==> config.mk <==
export PLATFORM = sky130hd
export DESIGN_NAME = ciSubsystem
export DESIGN_NICKNAME = d
export VERILOG_FILES = /design/src/hw/ciPkg.sv /design/src/hw/ciSubsystem.sv /design/src/hw/delayCi.sv /design/src/hw/profileCounters.sv /design/src/hw/pixelCi.sv /design/src/hw/resetSequencer.sv
export SDC_FILE = /design/constraint.sdc
export NUM_CORES = 1
export LEC_CHECK = 0
export BUFFER_PORTS_ARGS = -buffer_cell sky130_fd_sc_hd__buf_2
export CORE_UTILIZATION = 31
export CTS_CLUSTER_DIAMETER = 60
export DETAILED_ROUTE_END_ITERATION = 8
export GPL_TIMING_DRIVEN = 0
export HOLD_SLACK_MARGIN = 0.15
export PLACE_DENSITY_LB_ADDON = 0.1
export SYNTH_ARGS = -nofsm -noshare
export SYNTH_HDL_FRONTEND = slang
export SYNTH_SLANG_ARGS = --single-unit
==> constraint.sdc <==
create_clock -name s_systemClock -period 7.3 [get_ports s_systemClock]
set_input_delay 0 -clock s_systemClock [delete_from_list [all_inputs] [get_ports s_systemClock]]
set_output_delay 0 -clock s_systemClock [all_outputs]
set_load 0.005 [all_outputs]
==> src/hw/ciPkg.sv <==
package ciPkg;

  // Custom instruction numbers as seen on ciN
  typedef enum logic [7:0] {
    ciSwapByte  = 8'd1,
    ciDelay     = 8'd6,
    ciProfile   = 8'd8,
    ciGrayscale = 8'd12
  } ciIdT;

  // Operand and result word of the custom-instruction port
  typedef logic [31:0] ciDataT;

  // Profiling counter index, selected through DataA[1:0]
  typedef enum logic [1:0] {
    cntCycle     = 2'd0,
    cntStall     = 2'd1,
    cntBusIdle   = 2'd2,
    cntStallIdle = 2'd3
  } counterSelT;

  typedef enum logic [1:0] {
    delayIdle     = 2'd0,
    delayCounting = 2'd1,
    delayFinished = 2'd2
  } delayStateT;

  // Top bit releases the core, so 16 cycles of stretch
  localparam int resetCountWidth = 5;

endpackage
==> src/hw/ciSubsystem.sv <==
module ciSubsystem #(
  parameter int ticksPerMicrosecond = 4
) (
  input  logic          s_systemClock,
  input  logic          s_pllLocked,
  input  logic          ciStart,
  input  ciPkg::ciIdT   ciN,
  input  ciPkg::ciDataT ciDataA,
  input  ciPkg::ciDataT ciDataB,
  input  logic          stall,
  input  logic          busIdle,
  output logic          ciDone,
  output ciPkg::ciDataT ciResult,
  output logic          coreReady
);

  logic          coreReset;
  logic          pixelDone;
  logic          profileDone;
  logic          delayDone;
  ciPkg::ciDataT pixelResult;
  ciPkg::ciDataT profileResult;
  ciPkg::ciDataT delayResult;

  resetSequencer resetSeq (
    .s_systemClock(s_systemClock),
    .s_pllLocked  (s_pllLocked),
    .coreReset    (coreReset),
    .coreReady    (coreReady)
  );

  pixelCi #(
    .swapId(ciPkg::ciSwapByte),
    .grayId(ciPkg::ciGrayscale)
  ) pixel (
    .s_systemClock(s_systemClock),
    .coreReset    (coreReset),
    .ciStart      (ciStart),
    .ciN          (ciN),
    .ciDataA      (ciDataA),
    .ciDone       (pixelDone),
    .ciResult     (pixelResult)
  );

  profileCounters #(
    .profileId(ciPkg::ciProfile)
  ) profile (
    .s_systemClock(s_systemClock),
    .coreReset    (coreReset),
    .ciStart      (ciStart),
    .ciN          (ciN),
    .ciDataA      (ciDataA),
    .ciDataB      (ciDataB),
    .stall        (stall),
    .busIdle      (busIdle),
    .ciDone       (profileDone),
    .ciResult     (profileResult)
  );

  delayCi #(
    .delayId            (ciPkg::ciDelay),
    .ticksPerMicrosecond(ticksPerMicrosecond)
  ) delayMicro (
    .s_systemClock(s_systemClock),
    .coreReset    (coreReset),
    .ciStart      (ciStart),
    .ciN          (ciN),
    .ciDataA      (ciDataA),
    .ciDone       (delayDone),
    .ciResult     (delayResult)
  );

  // Idle units drive zero, so plain OR merges them
  assign ciDone   = pixelDone | profileDone | delayDone;
  assign ciResult = pixelResult | profileResult | delayResult;

endmodule

==> src/hw/delayCi.sv <==
module delayCi #(
  parameter ciPkg::ciIdT delayId             = ciPkg::ciDelay,
  parameter int          ticksPerMicrosecond = 4
) (
  input  logic          s_systemClock,
  input  logic          coreReset,
  input  logic          ciStart,
  input  ciPkg::ciIdT   ciN,
  input  ciPkg::ciDataT ciDataA,
  output logic          ciDone,
  output ciPkg::ciDataT ciResult
);

  localparam int tickWidth = $clog2(ticksPerMicrosecond + 1);
  localparam logic [tickWidth-1:0] tickReload = tickWidth'(ticksPerMicrosecond - 1);

  ciPkg::delayStateT    delayState;
  ciPkg::ciDataT        usCount;
  logic [tickWidth-1:0] tickCount;
  logic                 isDelay;
  logic                 countDone;

  assign isDelay   = ciStart && (ciN == delayId);
  assign countDone = (usCount == '0) && (tickCount == '0);

  always_ff @(posedge s_systemClock or posedge coreReset) begin
    if (coreReset) begin
      delayState <= ciPkg::delayIdle;
    end else begin
      case (delayState)
        ciPkg::delayIdle: begin
          if (isDelay) begin
            delayState <= ciPkg::delayCounting;
          end
        end
        ciPkg::delayCounting: begin
          if (countDone) begin
            delayState <= ciPkg::delayFinished;
          end
        end
        default: delayState <= ciPkg::delayIdle;  // Finished lasts one cycle
      endcase
    end
  end

  // Each microsecond takes one reload plus tickReload down-counts
  always_ff @(posedge s_systemClock) begin
    if (isDelay && delayState == ciPkg::delayIdle) begin
      usCount   <= ciDataA;
      tickCount <= '0;
    end else if (tickCount != '0) begin
      tickCount <= tickCount - 1'b1;
    end else if (usCount != '0) begin
      usCount   <= usCount - 1'b1;
      tickCount <= tickReload;
    end
  end

  assign ciDone   = (delayState == ciPkg::delayFinished);
  assign ciResult = '0;  // Delay returns nothing

endmodule

==> src/hw/profileCounters.sv <==
module profileCounters #(
  parameter ciPkg::ciIdT profileId = ciPkg::ciProfile
) (
  input  logic          s_systemClock,
  input  logic          coreReset,
  input  logic          ciStart,
  input  ciPkg::ciIdT   ciN,
  input  ciPkg::ciDataT ciDataA,
  input  ciPkg::ciDataT ciDataB,
  input  logic          stall,
  input  logic          busIdle,
  output logic          ciDone,
  output ciPkg::ciDataT ciResult
);

  localparam int numCounters = 4;

  ciPkg::ciDataT     counters [numCounters];
  logic [3:0]        enabled;
  logic [3:0]        countCond;
  logic              isProfile;
  ciPkg::counterSelT readSel;

  assign isProfile = ciStart && (ciN == profileId);
  assign readSel   = ciPkg::counterSelT'(ciDataA[1:0]);

  // What each counter counts
  always_comb begin
    countCond[ciPkg::cntCycle]     = 1'b1;
    countCond[ciPkg::cntStall]     = stall;
    countCond[ciPkg::cntBusIdle]   = busIdle;
    countCond[ciPkg::cntStallIdle] = stall & busIdle;
  end

  // DataB[3:0] enables, DataB[7:4] disables
  always_ff @(posedge s_systemClock or posedge coreReset) begin
    if (coreReset) begin
      enabled <= '0;
    end else if (isProfile) begin
      enabled <= (enabled | ciDataB[3:0]) & ~ciDataB[7:4];
    end
  end

  always_ff @(posedge s_systemClock or posedge coreReset) begin
    if (coreReset) begin
      for (int i = 0; i < numCounters; i++) begin
        counters[i] <= '0;
      end
    end else begin
      for (int i = 0; i < numCounters; i++) begin
        if (isProfile && ciDataB[8 + i]) begin
          counters[i] <= '0;  // Clear beats count
        end else if (enabled[i] && countCond[i]) begin
          counters[i] <= counters[i] + 1'b1;
        end
      end
    end
  end

  // Value captured at the start edge, before any clear
  always_ff @(posedge s_systemClock or posedge coreReset) begin
    if (coreReset) begin
      ciDone   <= 1'b0;
      ciResult <= '0;
    end else begin
      ciDone   <= isProfile;
      ciResult <= isProfile ? counters[readSel] : '0;
    end
  end

endmodule

==> src/hw/pixelCi.sv <==
module pixelCi #(
  parameter ciPkg::ciIdT swapId = ciPkg::ciSwapByte,
  parameter ciPkg::ciIdT grayId = ciPkg::ciGrayscale
) (
  input  logic          s_systemClock,
  input  logic          coreReset,
  input  logic          ciStart,
  input  ciPkg::ciIdT   ciN,
  input  ciPkg::ciDataT ciDataA,
  output logic          ciDone,
  output ciPkg::ciDataT ciResult
);

  logic          isSwap;
  logic          isGray;
  logic [15:0]   red;
  logic [15:0]   green;
  logic [15:0]   blue;
  logic [15:0]   weightedSum;
  ciPkg::ciDataT swapped;
  ciPkg::ciDataT grayWord;
  ciPkg::ciDataT nextResult;

  assign isSwap = ciStart && (ciN == swapId);
  assign isGray = ciStart && (ciN == grayId);

  assign swapped = {ciDataA[7:0], ciDataA[15:8], ciDataA[23:16], ciDataA[31:24]};

  // RGB565 fields widened to 8 bits each
  assign red   = {8'd0, ciDataA[15:11], 3'b000};
  assign green = {8'd0, ciDataA[10:5], 2'b00};
  assign blue  = {8'd0, ciDataA[4:0], 3'b000};

  // Weights sum to 256, so the high byte is the luma
  assign weightedSum = red * 16'd54 + green * 16'd183 + blue * 16'd19;
  assign grayWord    = {24'd0, weightedSum[15:8]};

  always_comb begin
    nextResult = '0;  // Keeps the OR bus clean
    if (isSwap) begin
      nextResult = swapped;
    end else if (isGray) begin
      nextResult = grayWord;
    end
  end

  always_ff @(posedge s_systemClock or posedge coreReset) begin
    if (coreReset) begin
      ciDone   <= 1'b0;
      ciResult <= '0;
    end else begin
      ciDone   <= isSwap | isGray;
      ciResult <= nextResult;
    end
  end

endmodule

==> src/hw/resetSequencer.sv <==
module resetSequencer (
  input  logic s_systemClock,
  input  logic s_pllLocked,
  output logic coreReset,
  output logic coreReady
);

  localparam int topBit = ciPkg::resetCountWidth - 1;

  logic [ciPkg::resetCountWidth-1:0] resetCount;

  // Counts up after lock, then holds once the top bit is set
  always_ff @(posedge s_systemClock or negedge s_pllLocked) begin
    if (!s_pllLocked) begin
      resetCount <= '0;
    end else if (!resetCount[topBit]) begin
      resetCount <= resetCount + 1'b1;
    end
  end

  assign coreReset = ~resetCount[topBit];
  assign coreReady = resetCount[topBit];  // Core released

endmodule

After elaboration in Yosys (flattened, before gate mapping)
Index checks and enable logic that the tools add are counted.

cells by class
  $add $sub $neg = 9
  multipliers = 3
  reductions and logical operators = 26
  magnitude comparators = 1
  eq/ne operators = 9
  bitwise logic cells = 9
  muxes and demuxes = 23

operators by type and width
  cell                                                                      count
  32-bit two-way mux                                                        15
  32-bit by 1-bit adder with 32-bit output (second input constant)          4
  32-bit binary-select mux with 2-bit select                                1
  16-bit adder                                                              2
  32-bit zero test                                                          1
  32-bit bitwise OR                                                         1
  32-bit nonzero test                                                       1
  32-bit by 1-bit subtractor with 32-bit output (second input constant)     1
  5-bit by 5-bit multiplier with 10-bit output (second input constant)      2
  8-bit by 4-bit == test with 1-bit output (second input constant)          2
  6-bit by 8-bit multiplier with 14-bit output (second input constant)      1
  1-bit logical AND                                                         13
  2-bit nonzero test                                                        6
  8-bit by 1-bit == test with 1-bit output (second input constant)          1
  8-bit by 3-bit == test with 1-bit output (second input constant)          1
  8-bit two-way mux                                                         1
  3-bit two-way mux                                                         2
  2-bit by 1-bit inequality test with 1-bit output (second input constant)  3
  5-bit by 1-bit adder with 5-bit output (second input constant)            1
  5-bit two-way mux                                                         1
  4-bit bitwise AND                                                         1
  2-bit two-way mux                                                         2
  4-bit NOT                                                                 1
  4-bit bitwise OR                                                          1
  other kinds (12)                                                          15

word-level totals
  bits of input ports = 77
  register bits = 240
  word-level logic and storage cells = 94

Logic depth before layout (Yosys ltp)
Gate-level depths: netlist of run 1.

  depth in word-level cells = 5
  depth in mapped cells = 20
  gate-level depth less buffers = 20

By module
A second synthesis of run 1 with hierarchy kept.

second synthesis, totals
  cell total of the unflattened synthesis = 1510
  area, all modules = 15164.5 um2

by module, submodules not included
  module           seq. area each (um2)  instances  cells an instance  area each (um2)
  profileCounters  4129.0                1          845                8694.6
  pixelCi          825.8                 1          344                3503.4
  delayCi          1071.0                1          273                2542.4
  resetSequencer   125.1                 1          15                 217.7
  ciSubsystem      0.0                   1          33                 206.4

Worst setup path after synthesis of run 1
Ideal clock, no wire load.

  path type = reg-to-reg
  start = reg resetSeq.resetCount[4] (netlist name)
  end = reg resetSeq.resetCount[1] (netlist name)
  arrival = 5.463 ns
  clock period less this slack = 5.551 ns
  setup slack = 1.749 ns
  buffers on the path = 0
  cell stages (with the launch flop) = 2
  cells stage by stage = dfrtp_1 -> mux2_2

RTL lines
  element                 RTL line              text
  from (decl)             resetSequencer.sv:10  logic [ciPkg::resetCountWidth-1:0] resetCount;
  from (signal assigned)  resetSequencer.sv:17  resetCount <= resetCount + 1'b1;

No word-level cell between the ends.

Worst setup path after layout of run 1
  start = in ciDataA[8]
  end = reg pixel.ciResult[7]

on the way
  cells in the longest elaborated chain, start to end = 5

ends and longest elaborated chain
  element                                       RTL line          text
  from (decl)                                   ciSubsystem.sv:8  input ciPkg::ciDataT ciDataA,
  6-bit by 8-bit multiplier with 14-bit output  pixelCi.sv:35     assign weightedSum = red * 16'd54 + green * 16'd183 + blue * 16'd19;
  16-bit adder (2 in series)                    pixelCi.sv:35
  8-bit two-way mux                             pixelCi.sv:42     end else if (isGray) begin
  32-bit two-way mux                            pixelCi.sv:40     if (isSwap) begin
  net pixel.nextResult[7]                       pixelCi.sv:22     ciPkg::ciDataT nextResult;
  to (signal assigned)                          pixelCi.sv:53     ciResult <= nextResult;
  to (decl)                                     pixelCi.sv:11     output ciPkg::ciDataT ciResult

The timed path passes the listed nets, and every way through them passes these cells.
A chain may end at the register's enable or synchronous reset.

==> flow_summary_export.csv, run 1 <==
group,metric,value,unit
floorplanning,die_height,218,um
route,vias,11104,
global_routing,grt_pass1_vias,11347,
route,wl,43.2,mm
critical_path,crit_required,7730,ps
clock_tree,clkLatencyLatePin,570,ps
floorplanning,die-area,47400,sq um
power_and_ir_drop,p_int,2.91,mW
layout,drive_gt1_share,14.0,%
synth,synth_top_area_share,35.6,%
critical_path,cp-endpoint,"pixel.ciResult[7]$_DFF_PN0_",
critical_path,path_delay_family,"adder cells",
power_and_ir_drop,seqPwrFrac,36.1,%
critical_path,endpoint_kind,"register",
floorplanning,initial_core_util,31.6,%
power_and_ir_drop,pwr-share-comb,30.1,%
synth,muxShareOfSynthArea,5.31,%
critical_path,cp.depth,20,
critical_path,crit_start,"ciDataA[8]",
global_routing,grt_pass1_wl,67.1,mm
synth,synth.most_common_cell,"dfrtp_1",
global_routing,grt.total_usage,18.7,%
timing,setup_viol,0,
power_and_ir_drop,p_leak,7.82,nW
placed_design,dp_hpwl,33.4,mm
power_and_ir_drop,switching_power,1.39,mW
flow_run,maxCapViolCount,0,
worst_hold_path,hold_class,"in -> reg",
critical_path,r2r_end,"delayMicro.tickCount[2]$_SDFFE_PP0N_",
floorplanning,rows,78,
placed_design,placed_area,15800,sq um
synth,synthTopCellsByCount,"205 x dfrtp_1, 163 x nor2_1, 108 x nand2_1",
global_routing,grt_max_degree,68,
layout,fillCellCount,4651,
clock_tree,cts.clk_slew.worst_paths,60,ps
timing,relSlewSlack,38.9,%
layout,final_util,37.7,%
power_and_ir_drop,clockPowerShare,33.8,%
placed_design,portBuffers,90,
global_routing,antenna_found_initial,4,
timing,layout_min_cycle_time,5880,ps
synth,yosys.area_share.xor_xnor,8.54,%
clock_tree,cts.sinks,240,
synth,syn-cell-area,14400,sq um
timing,grt_setup_unrepaired,"no",
placed_design,gp_congestion,0.824,
clock_tree,cts_tree,"done",
synth,synth_fa_ha_area_share,10.6,%
power_and_ir_drop,pwr_density_cell,249,nW/um^2
synth,synth_compound_area_share,7.86,%
synth,synthSimpleGateAreaFrac,21.5,%
synth,synth.avg_cell_area,10.0,sq um
critical_path,critPathMaxFanout,6,
route,drt-vias-per-instance,4.96,
synth,synthFlopType,"dfrtp_1",
critical_path,cp_common_cell,"fa_1",
clock_tree,cts_resized,0,
route,dr.pass1.iters,5,
critical_path,rr_startpoint,"delayMicro.usCount[3]$_DFFE_PP_",
critical_path,cpMaxStageDelayCell,"a2111oi_0",
clock_tree,clockBufferDepth,3,
global_routing,globalRouteOverflowTotal,0,
synth,async_flop_share,85.4,%
critical_path,critPathKind,"in -> reg",
synth,ys_warn_count,0,
synth,synth_edf_count,32,
synth,ys_seq_area_share,42.6,%
timing,finalCritPeriodShare,80.6,%
synth,netlist_instances,1438,
timing,maxClockFrequency,170,MHz
run_status,outcome,"completed",
clock_tree,cts-root-buf,"clkbuf_16",
layout,syn_to_final_growth,19.5,%
critical_path,worst-path-buf-inv,4,
synth,synth_nets,1622,
power_and_ir_drop,p_sw_share,32.3,%
critical_path,r2r_cells,8,
route,drt-initial-drc-count,575,
clock_tree,post_cts_buffers,0,
critical_path,crit_path_max_incr_delay,640,ps
floorplanning,coreArea,45700,sq um
timing,slew_viol_final,0,
synth,yosysTopAreaCell,"dfrtp_1",
layout,final_nets,1800,
floorplanning,pin_count,111,
route,wl_per_cell,19.3,um
clock_tree,cts_made_buffers,30,
power_and_ir_drop,ir_worst_vdd,0.185,mV
critical_path,path_cells,"dlygate4sd3_1 > buf_2 > fa_1 > inv_1 > fa_1 > fa_1 > inv_1 > ha_1 > a211oi_1 > o21bai_1 > a21oi_1 > xnor2_1 > fa_1 > ha_1 > nand2_1 > a2111oi_0 > nor3_1 > o21ai_0 > xor3_1 > o21ai_0",
timing,worst_slew_pin_slew,910,ps
layout,stdcell_area,17200,sq um
critical_path,arrival,6310,ps
route,antenna_left,0,
critical_path,r2r_setup_slack,4080,ps
floorplanning,die_x,218,um
critical_path,cp-start-kind,"input pin",
timing,hold_violations,0,
route,drc,0,
synth,synth_area_leaders,"dfrtp_1 36%, ha_1 7.0%, edfxtp_1 6.7%",
clock_tree,h-tree-depth,1,
synth,synth_seq_cells,240,
layout,diodes,0,
synth,synth_cell_types,65,
timing,skew,10.4,ps
synth,synth_top_family_by_area,"simple AND/OR/NAND/NOR gates",
timing,whs,157,ps
-- final cells by class --
cell class              count  area, sq um  area share (%)
well taps                 600          751            4.35
flip-flops and latches    240         6150            35.7
inverters                  83          312            1.81
clock buffers              49          925            5.36
plain buffers              51          200            1.16
repair buffers            146         1080            6.27
multi-input cells        1064         7770            45.1
clock inverters             7         45.0           0.261
-- flip-flops by register name, summed over array words and instances (netlist names), 2 cells and up --
register,cells
delayMicro.delayState,2
delayMicro.tickCount,3
delayMicro.usCount,32
pixel.ciResult,32
profile.ciResult,32
profile.counters,128
profile.enabled,4
resetSeq.resetCount,5
-- worst min path at each step --
stage / start / endpoint / cells after the start / slack (ps)
detailed placement: s_pllLocked / resetSeq.resetCount[4]$_DFF_PN0_ / 1 / -180
CTS: ciN[0] / pixel.ciResult[2]$_DFF_PN0_ / 4 / 170
global placement: s_pllLocked / resetSeq.resetCount[4]$_DFF_PN0_ / 1 / -180
floorplan: s_pllLocked / resetSeq.resetCount[0]$_DFFE_PN0N_ / 0 / -300
global route: ciN[0] / pixel.ciResult[2]$_DFF_PN0_ / 4 / 180
finish: ciN[0] / pixel.ciResult[2]$_DFF_PN0_ / 4 / 160
-- worst register-to-register path, stage by stage (launching register included) --
cell and delay (ps):
edfxtp_1 440, or4_4 570, or4_1 470, buf_2 200, nor3_4 310, nand4b_2 280, mux2i_1 240, a31oi_1 50
dlygate4sd3_1 550
-- power groups by stage --
stage	combinational, mW	sequential [mW]	clock (mW)
floorplan	0.996	1.54	0
global placement	1.28	1.57	0
detailed placement	1.29	1.57	0
CTS	1.31	1.55	1.50
global route	1.48	1.56	1.55
finish	1.29	1.55	1.45
-- cells in the final DEF, fill, tap and decap left out, types with 12 or more instances in the layout --
| master | instances |
|---|---|
| a21oi_1 | 85 |
| and2_1 | 66 |
| and3_1 | 20 |
| buf_2 | 97 |
| clkbuf_1 | 47 |
| clkbuf_16 | 32 |
| dfrtp_1 | 204 |
| dlygate4sd3_1 | 52 |
| edfxtp_1 | 32 |
| fa_1 | 26 |
| ha_1 | 81 |
| inv_1 | 83 |
| mux4_2 | 31 |
| nand2_1 | 108 |
| nand3_1 | 40 |
| nand4_1 | 31 |
| nor2_1 | 163 |
| nor3_1 | 32 |
| nor4_1 | 23 |
| o211ai_1 | 12 |
| o21ai_0 | 27 |
| or2_2 | 36 |
| or3_1 | 23 |
| or4_1 | 20 |
| xnor2_1 | 84 |
| xor2_1 | 54 |
-- stage by stage --
| stage | std cells | setup WS (ps) | total power, mW | TNS (ps) |
|---|---|---|---|---|
| floorplan | 1438 | 1100 | 2.53 | 0 |
| global placement | 2128 | -2030 | 2.85 | -403700 |
| detailed placement | 2132 | 1390 | 2.86 | 0 |
| CTS | 2240 | 1360 | 4.36 | 0 |
| global route | 2240 | 987 | 4.60 | 0 |
| finish | 2240 | 1420 | 4.30 | 0 |
-- routing by layer --
layer	wire (um)	global-route usage (%)
met1	20100	25.6
met2	20500	31.2
met3	1440	2.05
met4	1140	4.93
met5	0	0
-- cell families (layout without fill, tap and decap cells) --
logic type | after synthesis | count (layout)
simple gates | 598 | 598
flops | 240 | 240
compound gates | 184 | 184
xor+xnor | 139 | 139
buf+inv | 134 | 336
fa+ha+maj | 107 | 107
mux | 36 | 36
-- timing repair --
item	in CTS	in global routing
endpoints found under the hold margin	122	0
setup endpoints to repair	0	0
hold buffers	52	0
Power figures use the tool's default switching activity.
==> inputs of run 2 (changes only) <==
==> constraint.sdc (replaced) <==
create_clock -name s_systemClock -period 5 [get_ports s_systemClock]
set_input_delay 0 -clock s_systemClock [delete_from_list [all_inputs] [get_ports s_systemClock]]
set_output_delay 0 -clock s_systemClock [all_outputs]
set_load 0.005 [all_outputs]
==> run 2 against run 1 <==
Effect of this change: total power up 48%; critical path depth is 2 lower; non-clock buffer count grew 1; critical endpoint unchanged; via count shrank 0.64%; clock skew hardly changed; first-iteration DRC count rose by 4.7%; clock-buffer cell count is 10 lower; combinational power is 52% higher; flip-flop and latch count is the same; worst setup slack lost 1100 ps; wire length grew 0.80%.
==> flow_summary_export.csv, run 2 (synthesis results as in run 1) <==
group,metric,value,unit
clock_tree,cts-root-buf,"clkbuf_16",
route,vias,11033,
clock_tree,cts_tree,"done",
worst_hold_path,min_to,"pixel.ciDone$_DFF_PN0_",
timing,layout_min_cycle_time,4650,ps
layout,seqCellArea,6150,sq um
timing,grt_setup_unrepaired,"no",
global_routing,grt_max_degree,66,
layout,fillCellCount,4628,
power_and_ir_drop,p_leak,7.83,nW
flow_run,maxCapViolCount,0,
timing,hold_violations,0,
power_and_ir_drop,ir_worst_vdd,0.251,mV
layout,drive_gt1_share,14.4,%
layout,final_common_cell,"dfrtp_1",
timing,relSlewSlack,39.8,%
global_routing,antenna_found_initial,1,
global_routing,grt_pass1_wl,68.1,mm
layout,largest_register,"profile.counters",
timing,maxClockFrequency,215,MHz
worst_hold_path,hold_class,"in -> reg",
timing,finalCritPeriodShare,93.0,%
timing,setup_viol,0,
critical_path,arrival,5120,ps
timing,skew,10.8,ps
floorplanning,pin_count,111,
power_and_ir_drop,power.total,6.38,mW
critical_path,endpoint_kind,"register",
layout,largest_reg_flops,128,
layout,final_cell_mix,"204 x dfrtp_1, 163 x nor2_1, 108 x nand2_1",
placed_design,dp_hpwl,33.4,mm
clock_tree,clockBufferDepth,3,
floorplanning,rows,78,
floorplanning,die_x,218,um
global_routing,globalRouteOverflowTotal,0,
critical_path,r2r_setup_slack,1790,ps
route,dr.pass1.iters,5,
route,wl,43.5,mm
critical_path,crit_required,5470,ps
critical_path,critPathMaxFanout,5,
placed_design,gp_congestion,0.832,
clock_tree,clkLatencyLatePin,570,ps
clock_tree,cts_made_buffers,30,
placed_design,portBuffers,90,
route,drt-vias-per-instance,4.93,
route,antenna_left,0,
worst_hold_path,hp-start,"ciN[0]",
placed_design,placed_area,15700,sq um
clock_tree,cts.clk_slew.worst_paths,60,ps
layout,stdcell_area,17300,sq um
floorplanning,initial_core_util,31.6,%
critical_path,critPathKind,"in -> reg",
critical_path,cp-start-kind,"input pin",
floorplanning,die-area,47400,sq um
layout,multi_input_area,7800,sq um
run_status,outcome,"completed",
layout,final_nets,1801,
route,drt-initial-drc-count,602,
global_routing,grt.total_usage,18.9,%
timing,worst_slew_pin_slew,897,ps
route,drc,0,
power_and_ir_drop,pwr_density_cell,369,nW/um^2
clock_tree,h-tree-depth,1,
floorplanning,coreArea,45700,sq um
floorplanning,die_height,218,um
route,wl_per_cell,19.4,um
worst_hold_path,hold-path-cell-count,3,
clock_tree,cts.sinks,240,
timing,slew_viol_final,0,
layout,syn_to_final_growth,19.7,%
critical_path,rr_startpoint,"delayMicro.usCount[3]$_DFFE_PP_",
critical_path,r2r_end,"delayMicro.tickCount[2]$_SDFFE_PP0N_",
layout,diodes,0,
critical_path,r2r_cells,8,
global_routing,grt_pass1_vias,11378,
-- run 2: changes by cell type in the layout (fill, tap and decap cells not counted), sizes merged --
cell / previous run / this run
inv: 84 / 88
dlygate4sd3: 52 / 53
clkinv: 5 / 6
clkinvlp: 1 / 3
bufinv: 0 / 1
clkbuf: 85 / 75
-- run 2: per-stage QoR --
step | hold slack [ps] | instances | util, % | setup TNS, ps | worst slack, ps
4_1_cts | 151 | 2239 | 37.8 | 0 | 93.6
3_3_place_gp | -183 | 2128 | 34.2 | -39370 | -948
5_1_grt | 180 | 2239 | 37.8 | 0 | 27.8
2_1_floorplan | -296 | 1438 | - | 0 | 216
6_report | 136 | 2239 | 37.8 | 0 | 348
3_5_place_dp | -177 | 2132 | 34.5 | -2370 | -893
-- run 2: what timing repair did --
action,CTS,global route
pin swaps,0,0
setup endpoints to repair,2,1
resized for setup,3,4
gates cloned,0,0
endpoints found under the hold margin,121,0
buffers inserted,0,0
hold buffers,53,0
-- run 2: worst max-delay path, stage by stage --
cell and delay, ps:
dlygate4sd3_1 560, buf_2 200, ha_1 340, ha_1 310, fa_1 470, ha_1 350
a21oi_1 210, o21bai_1 90, a21oi_1 210, xnor2_1 220, fa_1 480, ha_1 350
nand2_1 160, a2111oi_4 60, nor3_1 370, o21ai_1 160, xor3_1 360, o21ai_1 210
-- run 2: per-layer routing --
metal | vias up | share of wire, % | global-route usage, %
met4 | 0 | 2.8 | 5.42
li1 | 5389 | - | -
met5 | - | 0 | 0
met1 | 5340 | 46 | 25.5
met2 | 237 | 47 | 31.3
met3 | 67 | 4.1 | 2.65
-- run 2: how the worst max path moves through the flow --
stage / startpoint / to
2_1_floorplan: ciDataA[8] / pixel.ciResult[7]$_DFF_PN0_
3_3_place_gp: ciDataA[8] / pixel.ciResult[7]$_DFF_PN0_
3_5_place_dp: ciDataA[8] / pixel.ciResult[7]$_DFF_PN0_
4_1_cts: ciDataA[11] / pixel.ciResult[7]$_DFF_PN0_
5_1_grt: ciDataA[8] / pixel.ciResult[7]$_DFF_PN0_
6_report: ciDataA[11] / pixel.ciResult[7]$_DFF_PN0_
-- run 2: power by group --
group / leakage [nW] / switching [mW] / internal [mW] / total, mW
Combinational: 4.35 / 1.08 / 0.878 / 1.96
Sequential: 3.00 / 0.145 / 2.12 / 2.26
Clock: 0.477 / 0.907 / 1.25 / 2.16
-- run 2: area by class of cell --
cell class	count	share of cell area, %
Multi-Input combinational cell	1064	45.1
Sequential cell	240	35.6
Timing Repair Buffer	147	6.27
Clock buffer	39	4.90
Tap cell	600	4.35
Inverter	83	1.80
Buffer	51	1.16
Clock inverter	15	0.746
==> inputs of run 3 (changes only) <==
--- a/config.mk
+++ b/config.mk
@@ -5,6 +5,7 @@
 export SDC_FILE = /design/constraint.sdc
 export NUM_CORES = 1
 export LEC_CHECK = 0
+export ABC_AREA = 1
 export BUFFER_PORTS_ARGS = -buffer_cell sky130_fd_sc_hd__buf_2
 export CORE_UTILIZATION = 31
 export CTS_CLUSTER_DIAMETER = 60
@@ -12,6 +13,7 @@
 export GPL_TIMING_DRIVEN = 0
 export HOLD_SLACK_MARGIN = 0.15
 export PLACE_DENSITY_LB_ADDON = 0.1
+export SKIP_CTS_REPAIR_TIMING = 1
 export SYNTH_ARGS = -nofsm -noshare
 export SYNTH_HDL_FRONTEND = slang
 export SYNTH_SLANG_ARGS = --single-unit
==> run 3 against run 2 <==
Effect of this change: clock-buffer cell count up 12; wire length rose by 39%; largest power group is now combinational cells; largest cell class unchanged; sequential power up 8%; cell count rose by 45%.
==> flow_summary_export.csv, run 3 <==
group,metric,value,unit
floorplanning,die_x,235,um
timing,setup_viol,0,
synth,synth_edf_count,32,
layout,final_nets,2711,
power_and_ir_drop,pwr_density_cell,379,nW/um^2
timing,grt_setup_unrepaired,"no",
critical_path,endpoint_kind,"register",
timing,skew,23.3,ps
global_routing,top_usage_layer,"met2",
synth,synthFlopType,"dfrtp_1",
global_routing,grt_pass1_wl,92.9,mm
route,dr.pass1.iters,6,
route,antenna_left,0,
clock_tree,h-tree-depth,2,
timing,worst_slew_pin_slew,974,ps
route,vias,16168,
global_routing,use_met2,36.0,%
layout,drive_gt1_share,8.85,%
timing,maxClockFrequency,217,MHz
synth,ys_seq_area_share,36.5,%
critical_path,cp_common_cell,"nand2_1",
synth,ys_warn_count,0,
route,wl,60.7,mm
power_and_ir_drop,p_leak,9.63,nW
run_status,outcome,"completed",
placed_design,placed_area,18300,sq um
synth,yosysTopAreaCell,"dfrtp_1",
timing,layout_min_cycle_time,4600,ps
critical_path,cpMaxStageDelayCell,"dlygate4sd3_1",
floorplanning,die-area,55300,sq um
clock_tree,cts.sinks,240,
synth,synth.avg_cell_area,7.19,sq um
clock_tree,cts_tree,"done",
placed_design,portBuffers,90,
floorplanning,pin_count,111,
global_routing,met1_usage,30.1,%
layout,final_cell_mix,"560 x nand2_1, 339 x inv_1, 281 x nor2_1",
global_routing,grt_pass1_vias,15591,
layout,final_common_cell,"nand2_1",
route,wl_per_cell,18.7,um
global_routing,met3_usage,2.10,%
critical_path,cp-start-kind,"input pin",
critical_path,crit_required,5440,ps
layout,stdcell_area,20000,sq um
critical_path,arrival,5040,ps
power_and_ir_drop,ir_worst_vdd,0.229,mV
synth,synth.most_common_cell,"nand2_1",
synth,synth_cell_types,49,
synth,synthTopCellsByCount,"560 x nand2_1, 339 x inv_1, 281 x nor2_1",
critical_path,crit_start,"ciDataA[9]",
global_routing,grt_max_degree,69,
clock_tree,cts-root-buf,"clkbuf_16",
critical_path,r2r_end,"delayMicro.usCount[4]$_DFFE_PP_",
synth,netlist_instances,2343,
clock_tree,cts_made_buffers,37,
synth,synth_top_area_share,30.5,%
critical_path,critPathMaxFanout,6,
floorplanning,die_height,235,um
timing,setup_tns,0,ps
timing,finalCritPeriodShare,92.0,%
critical_path,rr_startpoint,"delayMicro.delayState[1]$_DFFE_PN0P_",
clock_tree,clkLatencyLatePin,560,ps
global_routing,globalRouteOverflowTotal,0,
timing,relSlewSlack,34.8,%
critical_path,r2r_setup_slack,2320,ps
worst_hold_path,hold_class,"in -> reg",
layout,largest_reg_flops,128,
floorplanning,initial_core_util,31.4,%
clock_tree,cts.clk_slew.worst_paths,60,ps
floorplanning,rows,85,
placed_design,gp_congestion,0.920,
power_and_ir_drop,power.total,7.56,mW
placed_design,dp_hpwl,48.2,mm
critical_path,crit_path_max_incr_delay,530,ps
synth,syn-cell-area,16800,sq um
route,drt-initial-drc-count,1301,
synth,synth_seq_cells,240,
synth,synth_area_leaders,"dfrtp_1 30%, nand2_1 12%, inv_1 7.6%",
critical_path,cp-endpoint,"pixel.ciResult[7]$_DFF_PN0_",
timing,hold_violations,0,
route,drt-vias-per-instance,4.98,
synth,synth_nets,2527,
layout,syn_to_final_growth,18.5,%
critical_path,r2r_cells,7,
timing,slew_viol_final,0,
layout,diodes,0,
floorplanning,coreArea,53700,sq um
clock_tree,clockBufferDepth,3,
critical_path,critPathKind,"in -> reg",
global_routing,antenna_found_initial,0,
route,drc,0,
flow_run,maxCapViolCount,0,
layout,largest_register,"profile.counters",
global_routing,grt.total_usage,22.0,%
synth,async_flop_share,85.4,%
==> run 3: how the worst min path moves through the flow <==
| stage | startpoint | end | slack (ps) | depth (start not counted) |
|---|---|---|---|---|
| after floorplan | s_pllLocked | resetSeq.resetCount[0]$_DFFE_PN0N_ | -300 | 0 |
| after global placement | s_pllLocked | resetSeq.resetCount[2]$_DFFE_PN0N_ | -180 | 1 |
| after detailed placement | s_pllLocked | resetSeq.resetCount[4]$_DFF_PN0_ | -180 | 1 |
| after CTS | s_pllLocked | resetSeq.resetCount[3]$_DFFE_PN0N_ | -780 | 1 |
| after global routing | busIdle | profile.counters[7]$_DFFE_PN0P_ | 150 | 5 |
| final | busIdle | profile.counters[7]$_DFFE_PN0P_ | 90 | 5 |
==> run 3: routing by layer <==
metal / part of all wire (%) / vias up
met5: 0 / -
met4: 3.3 / 0
met3: 4.2 / 97
met2: 46 / 437
met1: 46 / 7633
li1: - / 8001
==> run 3: kinds of logic after synthesis <==
group	synth area share [%]
AO/OA/AOI/OAI	10.4
adder cells (fa/ha/maj)	9.11
AND/OR/NAND/NOR	30.7
flip-flops	36.5
XOR/XNOR	3.95
buffers and inverters	9.35
==> run 3: cell type report <==
type	instances	area (sq um)
fillers	5707	33700
clock inverters	14	163
well taps	696	871
clock buffers	51	998
flip-flops and latches	240	6150
inverters	345	1300
multi-input cells	1705	9130
repair buffers	145	1070
plain buffers	53	277
==> run 3: metrics by stage <==
| stage | hold WS (ps) | setup WS [ps] | util [%] | cells |
|---|---|---|---|---|
| 2_1_floorplan | -296 | 873 | - | 2343 |
| 3_3_place_gp | -182 | -247 | 33.8 | 3129 |
| 3_5_place_dp | -179 | 356 | 34.1 | 3133 |
| 4_1_cts | -783 | 929 | 36.2 | 3198 |
| 5_1_grt | 151 | 16.6 | 37.2 | 3249 |
| 6_report | 90.2 | 402 | 37.2 | 3249 |
==> run 3: report_power, final <==
part | total (mW) | switching [mW] | internal, mW
clock network | 2.53 | 1.01 | 1.51
registers | 2.44 | 0.264 | 2.17
logic | 2.60 | 1.65 | 0.952
total | 7.56 | 2.92 | 4.64
==> run 3: critical path: cells and delay by family <==
kind / cells / cell delay (ps)
fa+ha+maj: 6 / 2700
buf+inv: 6 / 940
simple gates: 12 / 880
compound gates: 2 / 380
xor+xnor: 1 / 160
